### src/verilog/ternary_pkg.sv
// shared sizes, weight code limits and width types for the ternary matmul, imported by every RTL module
package ternary_pkg;

    // five ternary weights fit in one byte since 3^5 = 243
    localparam int lanes = 5;

    // weight bytes and activations that make up one block
    localparam int slices = 2;

    // strobe counter width, never narrower than one bit
    localparam int slice_bits = (slices > 1) ? $clog2(slices) : 1;

    // one accumulator row per weight in the block
    localparam int rows = lanes * slices;

    // one column per activation in the block
    localparam int acc_count = rows * slices;

    // highest code that is a proper base-3 number
    localparam int max_weight_code = 242;

    // lowest accumulator bit that reaches the result byte
    localparam int result_shift = 8;

    // packed base-3 weight byte as it arrives on the input
    typedef logic [7:0] weight_code_t;

    // one bit per lane of a single weight byte
    typedef logic [lanes-1:0] lane_mask_t;

    // one bit per row of a whole block
    typedef logic [rows-1:0] row_mask_t;

    // signed input activation
    typedef logic signed [7:0] activation_t;

    // accumulator with headroom for long runs of blocks
    typedef logic signed [16:0] acc_t;

    // all accumulators side by side, entry n at bits n*17 upward
    typedef logic [acc_count*$bits(acc_t)-1:0] acc_grid_t;

    // output byte taken from the middle of an accumulator
    typedef logic [7:0] result_t;

endpackage

### src/verilog/ternary_unpack.sv
// combinational base-3 decoder that turns one weight byte into zero and sign masks per lane
`timescale 1ns/100ps

module ternary_unpack (
    input  ternary_pkg::weight_code_t weight_code,
    output ternary_pkg::lane_mask_t   lane_zero,
    output ternary_pkg::lane_mask_t   lane_sign
);
    import ternary_pkg::*;

    // running quotient while digits are peeled off
    weight_code_t quotient;

    // current base-3 digit
    logic [1:0] digit;

    // codes 243..255 have no base-3 meaning
    logic code_valid;

    assign code_valid = (weight_code <= weight_code_t'(max_weight_code));

    // least significant digit belongs to lane 4
    // most significant digit ends up in lane 0
    always_comb begin
        quotient  = weight_code;
        digit     = 2'd0;
        lane_zero = '0;
        lane_sign = '0;
        for (int lane = lanes - 1; lane >= 0; lane--) begin
            // divide by three with a constant divisor
            digit    = 2'(quotient % 3);
            quotient = weight_code_t'(quotient / 3);
            // digit 0 is a zero weight
            lane_zero[lane] = (digit == 2'd0);
            // digit 2 is a minus one weight
            lane_sign[lane] = (digit == 2'd2);
        end
        // out of range codes fall back to all masks clear
        // which reads as five +1 weights downstream
        if (!code_valid) begin
            lane_zero = '0;
            lane_sign = '0;
        end
    end

    // mask encoding per lane
    //   zero=1 sign=x  weight 0
    //   zero=0 sign=0  weight +1
    //   zero=0 sign=1  weight -1
    // sign is only set together with a nonzero weight
    // so a zero lane always has sign clear

endmodule

### src/verilog/block_gatherer.sv
// gathers slices strobed weight masks and activations and hands each full block to the MAC array
`timescale 1ns/100ps

module block_gatherer (
    input  logic                       clk,
    input  logic                       reset,
    input  logic                       in_valid,
    input  logic                       read_out,
    input  ternary_pkg::lane_mask_t    lane_zero,
    input  ternary_pkg::lane_mask_t    lane_sign,
    input  ternary_pkg::activation_t   activation,
    output ternary_pkg::row_mask_t     block_zero,
    output ternary_pkg::row_mask_t     block_sign,
    output logic [ternary_pkg::slices*$bits(ternary_pkg::activation_t)-1:0] block_acts,
    output logic                       block_load
);
    import ternary_pkg::*;

    // strobes seen so far in the current block
    logic [slice_bits-1:0] strobe_count;

    // the strobe in this cycle closes the block
    logic last_strobe;

    assign last_strobe = (strobe_count == slice_bits'(slices - 1));

    // strobe counter and block_load pulse
    always_ff @(posedge clk) begin
        if (reset || read_out) begin
            // partial block is dropped on readout
            strobe_count <= '0;
            block_load   <= 1'b0;
        end else begin
            // one cycle pulse after the closing strobe
            block_load <= in_valid && last_strobe;
            if (in_valid) begin
                if (last_strobe) begin
                    strobe_count <= '0;
                end else begin
                    strobe_count <= strobe_count + 1'b1;
                end
            end
        end
    end

    // next-block registers
    // newest strobe enters at the top and older ones move down
    // so after a full block strobe s sits in rows s*lanes upward
    // and its activation sits in column s
    always_ff @(posedge clk) begin
        if (in_valid) begin
            block_zero <= {lane_zero, block_zero[rows-1:lanes]};
            block_sign <= {lane_sign, block_sign[rows-1:lanes]};
            block_acts <= {activation,
                           block_acts[slices*$bits(activation_t)-1:$bits(activation_t)]};
        end
    end

    // the MAC array copies these registers on block_load
    // a strobe in the same cycle only changes them after that copy
    // which is why back to back blocks need no stall

endmodule

### src/verilog/mac_array.sv
// MAC array that rotates each accumulator row past a single ternary adder, one column per cycle
`timescale 1ns/100ps

module mac_array (
    input  logic                    clk,
    input  logic                    reset,
    input  logic                    block_load,
    input  logic                    read_out,
    input  ternary_pkg::row_mask_t  block_zero,
    input  ternary_pkg::row_mask_t  block_sign,
    input  logic [ternary_pkg::slices*$bits(ternary_pkg::activation_t)-1:0] block_acts,
    output ternary_pkg::acc_grid_t  acc_values
);
    import ternary_pkg::*;

    // block being applied
    row_mask_t cur_zero;
    row_mask_t cur_sign;
    logic [slices*$bits(activation_t)-1:0] cur_acts;

    // apply window control
    logic apply_active;
    logic [slice_bits-1:0] apply_col;

    // accumulator grid, entry r*slices+c is row r column c
    acc_t acc_cells [acc_count];

    // compute end of each row
    acc_t head_sum [rows];
    activation_t head_act;
    acc_t addend;

    // head activation always sits in the low byte
    assign head_act = cur_acts[$bits(activation_t)-1:0];
    // sign extend once for all rows
    assign addend = head_act;

    // window opens on block_load and lasts slices cycles
    // a new block_load restarts it even in its last cycle
    always_ff @(posedge clk) begin
        if (reset) begin
            apply_active <= 1'b0;
            apply_col    <= '0;
        end else if (block_load) begin
            apply_active <= 1'b1;
            apply_col    <= '0;
        end else if (apply_active) begin
            apply_active <= (apply_col != slice_bits'(slices - 1));
            apply_col    <= apply_col + 1'b1;
        end
    end

    // operand copy, then activations step down one column per cycle
    always_ff @(posedge clk) begin
        if (block_load) begin
            cur_zero <= block_zero;
            cur_sign <= block_sign;
            cur_acts <= block_acts;
        end else if (apply_active) begin
            cur_acts <= cur_acts >> $bits(activation_t);
        end
    end

    // ternary multiply is add, subtract or pass
    always_comb begin
        for (int r = 0; r < rows; r++) begin
            if (cur_zero[r]) begin
                head_sum[r] = acc_cells[r*slices];
            end else if (cur_sign[r]) begin
                head_sum[r] = acc_cells[r*slices] - addend;
            end else begin
                head_sum[r] = acc_cells[r*slices] + addend;
            end
        end
    end

    // column 0 leaves through the adder and re-enters at the far end
    // after slices steps every cell is back in its home column
    always_ff @(posedge clk) begin
        if (reset || read_out) begin
            for (int n = 0; n < acc_count; n++) begin
                acc_cells[n] <= '0;
            end
        end else if (apply_active) begin
            for (int r = 0; r < rows; r++) begin
                for (int c = 0; c < slices - 1; c++) begin
                    acc_cells[r*slices+c] <= acc_cells[r*slices+c+1];
                end
                acc_cells[r*slices+slices-1] <= head_sum[r];
            end
        end
    end

    // flatten for the readout queue
    always_comb begin
        for (int n = 0; n < acc_count; n++) begin
            acc_values[n*$bits(acc_t) +: $bits(acc_t)] = acc_cells[n];
        end
    end

endmodule

### src/verilog/readout_queue.sv
// output queue that snapshots all accumulators on read_out and streams one result byte per cycle
`timescale 1ns/100ps

module readout_queue (
    input  logic                    clk,
    input  logic                    reset,
    input  logic                    read_out,
    input  ternary_pkg::acc_grid_t  acc_values,
    output ternary_pkg::result_t    result
);
    import ternary_pkg::*;

    // queue entries, entry 0 drives the output
    acc_t queue [acc_count];

    // snapshot on read_out, otherwise move toward entry 0
    always_ff @(posedge clk) begin
        if (reset) begin
            for (int n = 0; n < acc_count; n++) begin
                queue[n] <= '0;
            end
        end else if (read_out) begin
            // entry n is row n/slices, column n%slices
            for (int n = 0; n < acc_count; n++) begin
                queue[n] <= acc_values[n*$bits(acc_t) +: $bits(acc_t)];
            end
        end else begin
            for (int n = 0; n < acc_count - 1; n++) begin
                queue[n] <= queue[n+1];
            end
            // drained queue reads back as zero
            queue[acc_count-1] <= '0;
        end
    end

    // entry 0 appears in the cycle after the read_out edge
    // scaled down by 256 and truncated to a byte
    assign result = queue[0][result_shift +: $bits(result_t)];

    // bit 16 is dropped here
    // so large sums wrap rather than saturate

endmodule

### src/verilog/ternary_matmul_top.sv
// top level of the ternary matmul, wiring the decoder, block gatherer, MAC array and readout queue
`timescale 1ns/100ps

module ternary_matmul_top (
    input  logic                       clk,
    input  logic                       reset,
    input  ternary_pkg::weight_code_t  weight_code,
    input  ternary_pkg::activation_t   activation,
    input  logic                       in_valid,
    input  logic                       read_out,
    output ternary_pkg::result_t       result
);
    import ternary_pkg::*;

    // decoded masks of the byte on the input
    lane_mask_t lane_zero;
    lane_mask_t lane_sign;

    // complete block from the gatherer
    row_mask_t block_zero;
    row_mask_t block_sign;
    logic [slices*$bits(activation_t)-1:0] block_acts;
    logic block_load;

    // accumulator grid toward the queue
    acc_grid_t acc_values;

    // byte to masks
    ternary_unpack i_ternary_unpack (
        .weight_code (weight_code),
        .lane_zero   (lane_zero),
        .lane_sign   (lane_sign)
    );

    // strobes to blocks
    block_gatherer i_block_gatherer (
        .clk        (clk),
        .reset      (reset),
        .in_valid   (in_valid),
        .read_out   (read_out),
        .lane_zero  (lane_zero),
        .lane_sign  (lane_sign),
        .activation (activation),
        .block_zero (block_zero),
        .block_sign (block_sign),
        .block_acts (block_acts),
        .block_load (block_load)
    );

    // blocks into the accumulators
    mac_array i_mac_array (
        .clk        (clk),
        .reset      (reset),
        .block_load (block_load),
        .read_out   (read_out),
        .block_zero (block_zero),
        .block_sign (block_sign),
        .block_acts (block_acts),
        .acc_values (acc_values)
    );

    // accumulators out as bytes
    readout_queue i_readout_queue (
        .clk        (clk),
        .reset      (reset),
        .read_out   (read_out),
        .acc_values (acc_values),
        .result     (result)
    );

endmodule

### config.mk
export PLATFORM = sky130hd
export DESIGN_NAME = ternary_matmul_top
export DESIGN_NICKNAME = d
export VERILOG_FILES = /design/src/verilog/ternary_pkg.sv /design/src/verilog/ternary_unpack.sv /design/src/verilog/block_gatherer.sv /design/src/verilog/mac_array.sv /design/src/verilog/readout_queue.sv /design/src/verilog/ternary_matmul_top.sv
export SDC_FILE = /design/constraint.sdc
export NUM_CORES = 1
export LEC_CHECK = 0
export ABC_AREA = 1
export BUFFER_PORTS_ARGS = -buffer_cell sky130_fd_sc_hd__clkbuf_2
export CAP_MARGIN = 10
export CORE_UTILIZATION = 45
export CTS_CLUSTER_DIAMETER = 50
export DETAILED_ROUTE_END_ITERATION = 10
export MAX_ROUTING_LAYER = met4
export PLACE_DENSITY = 0.69
export SLEW_MARGIN = 20
export SYNTH_ARGS = -nofsm -noshare
export SYNTH_HDL_FRONTEND = slang
export SYNTH_SLANG_ARGS = --single-unit
### constraint.sdc
create_clock -name clk -period 8.7 [get_ports clk]
set_clock_uncertainty 0.05 [all_clocks]
set_input_delay 0.87 -clock clk [delete_from_list [all_inputs] [get_ports clk]]
set_output_delay 0.87 -clock clk [all_outputs]
set_load 0.02 [all_outputs]
==> flow_summary.toml, run 1 <==
[synth]
synth.top_cell.area_share_pct = 52.2
ys_types = 48
avgSynthCellArea_um2 = 9.14
synth_seq_area_share_pct = 52.4
synth_seq_cells = 556
synth.cell_area_um2 = 31800
synth-main-ff-cell = "edfxtp_1"
async_flop_share_pct = 0
yosys.area.top_type = "edfxtp_1"
yosys_warnings = 0
postSynthCellCount = 3474
synth-edff-count = 552
synthTopCellsByArea = "edfxtp_1, o21ai_0, inv_1, ha_1, nand2_1"

[cts]
cts-root-buf = "clkbuf_16"
path_clk_slew_ns = 0.06
htree_levels = 3
cts_buffers = 69
cts_tree = "built"
clk_latency_ns = 0.60
cts_max_path_buffers = 3
numClockSinks = 556

[final_layout]
layout.nets = 3840
syn_to_final_growth_pct = 12.6
stdcell_count = 4625
final_cell_mix = "inv_1, edfxtp_1, o21ai_0, nand2_1, nor2_1"
utilization_pct = 51.2
mostFrequentLayoutCell = "inv_1"
fill_cells = 6384
drive_above_1_share_pct = 6.62
multi_input_area_um2 = 13000
finish.instance_area_um2 = 35800
n_antenna_cell = 0
regArea_um2 = 16700

[worst_setup_path]
r2r_cells = 24
cp.arrival_ns = 8.27
cp_max_fo = 7
worstPathRequired_ns = 8.99
worst-setup-path-type = "primary input to flop"
worst_path_most_repeated_cell = "nand2_1"
max_stage_delay_ns = 0.32
cp-start-kind = "primary input"
cp-end-kind = "flop"
slowest_stage = "or2_2"

[sta]
final.period_utilization_pct = 91.8
hold_violations = 0
relSlewSlack_pct = 28.7
fmax_mhz = 125
maxSlewViolCount = 0
worst_pin_slew_ns = 1.07
final.setup.tns_ns = 0
final.min_clock_period_ns = 7.98
finalSetupViolCount = 0

[route]
routed_wl_um = 67500
drt-vias-per-instance = 4.93
drc = 0
firstDrtPassIters = 6
wl_per_cell_um = 14.6
detail-route-antenna-nets = 0
vias = 22800
drt-initial-drc-count = 1648

[die]
rows = 97
dieArea_um2 = 71700
pin_count = 28
core-area_um2 = 69900
die_h_um = 268
initial_core_util_pct = 45.4
die_w_um = 268

[global_routing]
grt-ovfl-total = 0
track_usage_pct = 20.0
grt_pass1_vias = 22600
grt_first_pass_wirelength_um = 112000
grt_max_degree = 185
antenna_found_initial = 0

[pwr]
p_total_mw = 7.42
power_leakage_nw = 16.2
pwr_density_cell_nw_per_um2 = 207
ir_drop_v = 0.000126

[placed_design]
io_buffers = 27
place_congestion = 0.852
dp_cells = 4501
dp_hpwl_um = 43000
post_dp_cell_area_um2 = 33500

[run]
max-cap-violations = 0

[worst_hold_path]
hold_path_depth = 0
hp-class = "flop to flop"

[status]
run_status = "finished, final reports clean"
==> Yosys cell counts (5+ instances only) <==
| master | n |
|---|---|
| buf_4 | 8 |
| xnor2_1 | 33 |
| nand2_2 | 16 |
| xor2_1 | 118 |
| inv_1 | 590 |
| and2_1 | 11 |
| edfxtp_1 | 552 |
| o21a_1 | 9 |
| nor2_2 | 7 |
| inv_2 | 10 |
| nor3_1 | 5 |
| nand2_1 | 457 |
| nand4_1 | 15 |
| a21o_1 | 20 |
| a21oi_1 | 247 |
| o21bai_1 | 45 |
| fa_1 | 10 |
| clkbuf_1 | 126 |
| nor2_1 | 411 |
| nand3_1 | 66 |
| nand3_2 | 9 |
| o21ai_0 | 476 |
| ha_1 | 176 |
| clkinv_1 | 12 |
==> metrics by stage <==
step	hold slack, ns	worst slack (ns)
after global placement	0.352	0.0809
final	0.349	0.717
after floorplan	0.350	0.0909
after CTS	0.350	0.400
after detailed placement	0.355	-0.213
after global routing	0.357	-0.0417
==> cell type report <==
type	instances	area share, %
multi-input cells	2326	36.4
clock inverters	39	0.996
inverters	612	6.44
well taps	940	3.29
repair buffers	69	1.29
flip-flops and latches	556	46.5
clock buffers	83	5.09
==> sequential cells by signal, indices dropped and copies added, names as in the netlist <==
name / count
i_mac_array.acc_cells: 320
i_mac_array.apply_active: 1
i_block_gatherer.block_sign: 10
i_mac_array.cur_acts: 16
i_block_gatherer.block_zero: 10
i_block_gatherer.block_load: 1
i_block_gatherer.last_strobe: 1
i_block_gatherer.block_acts: 16
i_mac_array.cur_sign: 10
i_readout_queue.queue: 160
i_mac_array.apply_col: 1
i_mac_array.cur_zero: 10
==> worst max-delay path, delay by kind of cell <==
family | cells | cell delay [ns]
xor gates and xnor gates | 2 | 0.36
adders and majority gates | 9 | 1.80
buffers and inverters | 8 | 0.59
AOI/OAI and AO/OA | 2 | 0.19
and+or+nand+nor | 43 | 4.44
==> worst paths after layout <==
| check | startpoint | to | slack (ns) |
|---|---|---|---|
| hold / removal | i_block_gatherer.block_zero[2] | i_mac_array.cur_zero[2] | 0.35 |
| hold reg to reg | i_block_gatherer.block_zero[2] | i_mac_array.cur_zero[2] | 0.35 |
| setup reg to reg | i_mac_array.cur_acts[2] | i_mac_array.acc_cells[0][338] | 2.70 |
| setup / recovery | weight_code[7] | i_block_gatherer.block_sign[5] | 0.72 |
==> power by group <==
group,switching (mW),leakage [nW],internal (mW)
logic,0.893,9.25,0.508
registers,0.0850,5.93,3.16
clock network,1.13,1.05,1.65
==> layer usage <==
layer	wire (um)	GRT usage [%]	up-vias
li1	-	-	11600
met1	29600	24.8	10600
met2	32900	33.5	439
met3	3160	2.83	138
met4	1840	6.52	0
met5	0	-	-
==> cells by family after synthesis <==
family | Yosys count | synth area share (%)
compound gates | 811 | 13.5
xor+xnor | 151 | 4.16
fa+ha+maj | 186 | 7.56
buf+inv | 751 | 9.05
flops | 556 | 52.4
mux | 2 | 0.0670
other cells | 1 | 0.0118
simple gates | 1016 | 13.3
==> what timing repair did <==
item | 4_1_cts | 5_1_grt
setup buffers | 0 | 2
endpoints found under the setup margin | 0 | 4
gates resized for setup | 0 | 20
hold buffers | 0 | 0
Power figures use the tool's default switching activity.
==> run 2, diff against run 1 <==
--- a/config.mk
+++ b/config.mk
@@ -8,6 +8,7 @@
 export ABC_AREA = 1
 export BUFFER_PORTS_ARGS = -buffer_cell sky130_fd_sc_hd__clkbuf_2
 export CAP_MARGIN = 10
+export CORE_ASPECT_RATIO = 1.1
 export CORE_UTILIZATION = 45
 export CTS_CLUSTER_DIAMETER = 50
 export DETAILED_ROUTE_END_ITERATION = 10
==> run 2 against run 1 <==
Critical path depth unchanged. Final cell count down 0.41%. Global-route usage down 0.47 points. Sequential cell count unchanged. Via count down 0.72%. Highest routed layer unchanged. Clock power down 2%.
==> flow_summary.toml, run 2 (synthesis results as in run 1) <==
[status]
run_status = "finished, final reports clean"

[sta]
relSlewSlack_pct = 28.8
final.period_utilization_pct = 91.5
hold_violations = 0
worst_pin_slew_ns = 1.07
finalWorstSetupSlack_ns = 0.742
fmax_mhz = 126
final.min_clock_period_ns = 7.96
maxSlewViolCount = 0
finalSetupViolCount = 0

[route]
drt-initial-drc-count = 1517
drt-vias-per-instance = 4.91
detail-route-antenna-nets = 0
drc = 0
vias = 22600
wl_per_cell_um = 14.6
firstDrtPassIters = 5
routed_wl_um = 67400

[final_layout]
multi_input_area_um2 = 13000
utilization_pct = 51.5
final_cell_mix = "inv_1, edfxtp_1, o21ai_0, nand2_1, nor2_1"
mostFrequentLayoutCell = "inv_1"
largestRegisters = "i_mac_array.acc_cells: 320 flops, i_readout_queue.queue: 160 flops"
finish.instance_area_um2 = 35700
largest_reg_flops = 320
syn_to_final_growth_pct = 12.5
layout.nets = 3833
drive_above_1_share_pct = 6.69
regArea_um2 = 16700
top_register = "i_mac_array.acc_cells"
fill_cells = 6232

[pwr]
switching_share_pct = 28.4
pwr_density_cell_nw_per_um2 = 206
p_clk_share_pct = 37.1
ir_drop_v = 0.000128
internal_power_mw = 5.27
power.switching_mw = 2.09
p_total_mw = 7.36
p_comb_share_pct = 18.8
power_leakage_nw = 16.2
seq_power_share_pct = 44.1

[placed_design]
pre_cts_ws_ns = -0.156
place_congestion = 0.854
dp_hpwl_um = 43700
io_buffers = 27
post_dp_cell_area_um2 = 33400

[die]
die_w_um = 255
pin_count = 28
die_h_um = 281
initial_core_util_pct = 45.8
core-area_um2 = 69400
rows = 101
dieArea_um2 = 71700

[cts]
htree_levels = 3
cts-root-buf = "clkbuf_16"
cts_buffers = 66
cts_tree = "built"
postCtsHoldBufs = 0
cts_max_path_buffers = 3
path_clk_slew_ns = 0.06
clk_latency_ns = 0.61
numClockSinks = 556

[worst_hold_path]
hp-class = "primary input to flop"
hold_path_depth = 1
min_from = "activation[4]"
hold_end = "i_block_gatherer.block_acts[12]"

[worst_setup_path]
worst-setup-path-type = "primary input to flop"
worst_path_most_repeated_cell = "nand2_1"
cp_max_fo = 10
cp-end-kind = "flop"
slowest_stage = "or2_2"
regToRegStartpoint = "i_mac_array.cur_acts[1]"
cp.arrival_ns = 8.24
regToRegEndpoint = "i_mac_array.acc_cells[0][338]"
r2r_cells = 30
r2r_slack_ns = 2.93
worstPathRequired_ns = 8.98
max_stage_delay_ns = 0.31
cp-start-kind = "primary input"

[global_routing]
grt_first_pass_wirelength_um = 109000
antenna_found_initial = 1
grt_pass1_vias = 22100
grt-ovfl-total = 0
grt_max_degree = 131
track_usage_pct = 19.5

[run]
max-cap-violations = 0
==> run 2: cell types whose count changed in the layout (fill, tap and decap cells not counted), moves of 2 or more <==
cell        previous run  this run
clkinv_2               7        10
clkbuf_16             71        68
buf_4                 41        37
clkinvlp_4             5         3
clkinv_8               0         4
clkinv_4               0         2
inv_8                  3         1
inv_6                  4         6
clkbuf_1              12         6
nand3_2                8        10
==> run 2: routing by layer <==
| layer | global-route usage, % | up-vias | share of wire [%] |
|---|---|---|---|
| met3 | 2.47 | 120 | 3.8 |
| li1 | - | 11600 | - |
| met1 | 23.0 | 10500 | 43 |
| met5 | - | - | 0 |
| met4 | 7.40 | 0 | 3.1 |
| met2 | 34.0 | 372 | 50 |
==> run 2: metrics by stage <==
step | hold WS, ns | TNS, ns | instances
2_1_floorplan | 0.350 | 0 | 3633
3_3_place_gp | 0.378 | 0 | 4482
3_5_place_dp | 0.386 | -0.296 | 4482
4_1_cts | 0.347 | 0 | 4601
5_1_grt | 0.358 | -0.0610 | 4606
6_report | 0.382 | 0 | 4606
==> run 2: area by class of cell <==
class	instances	area share (%)
tap	927	3.25
multi-input combinational	2326	36.5
antenna	1	0.00700
sequential	556	46.6
clock buffer	75	4.86
timing repair buffer	65	1.19
clock inverter	44	1.15
inverter	612	6.45
==> run 2: how the worst max path moves through the flow <==
| stage | from | endpoint | slack (ns) | depth (start not counted) |
|---|---|---|---|---|
| CTS | weight_code[7] | i_block_gatherer.block_zero[5] | 0.42 | 59 |
| detailed placement | weight_code[7] | i_block_gatherer.block_zero[5] | -0.16 | 58 |
| finish | weight_code[7] | i_block_gatherer.block_zero[5] | 0.74 | 64 |
| global route | weight_code[7] | i_block_gatherer.block_zero[5] | -0.04 | 60 |
| floorplan | weight_code[6] | i_block_gatherer.block_sign[5] | 0.09 | 65 |
| global placement | weight_code[7] | i_block_gatherer.block_sign[5] | 0.06 | 59 |
==> run 2: critical path: cells and delay by family <==
kind / cells / cell delay, ns
and+or+nand+nor: 43 / 4.43
AOI/OAI and AO/OA: 2 / 0.23
xor gates and xnor gates: 2 / 0.33
buffers and inverters: 8 / 0.62
adders and majority gates: 9 / 1.74
==> run 2: power by group through the flow <==
stage                     Clock, mW  Combinational, mW  Sequential, mW
final                          2.73               1.38            3.25
after global routing           2.88               1.58            3.26
after CTS                      2.78               1.31            3.25
after global placement            0               1.27            3.30
after floorplan                   0               1.06            3.27
after detailed placement          0               1.30            3.30
==> run 2: what timing repair did <==
| item | CTS | global route |
|---|---|---|
| endpoints found under the setup margin | 0 | 4 |
| setup buffers | 0 | 4 |
| resized for setup | 0 | 23 |
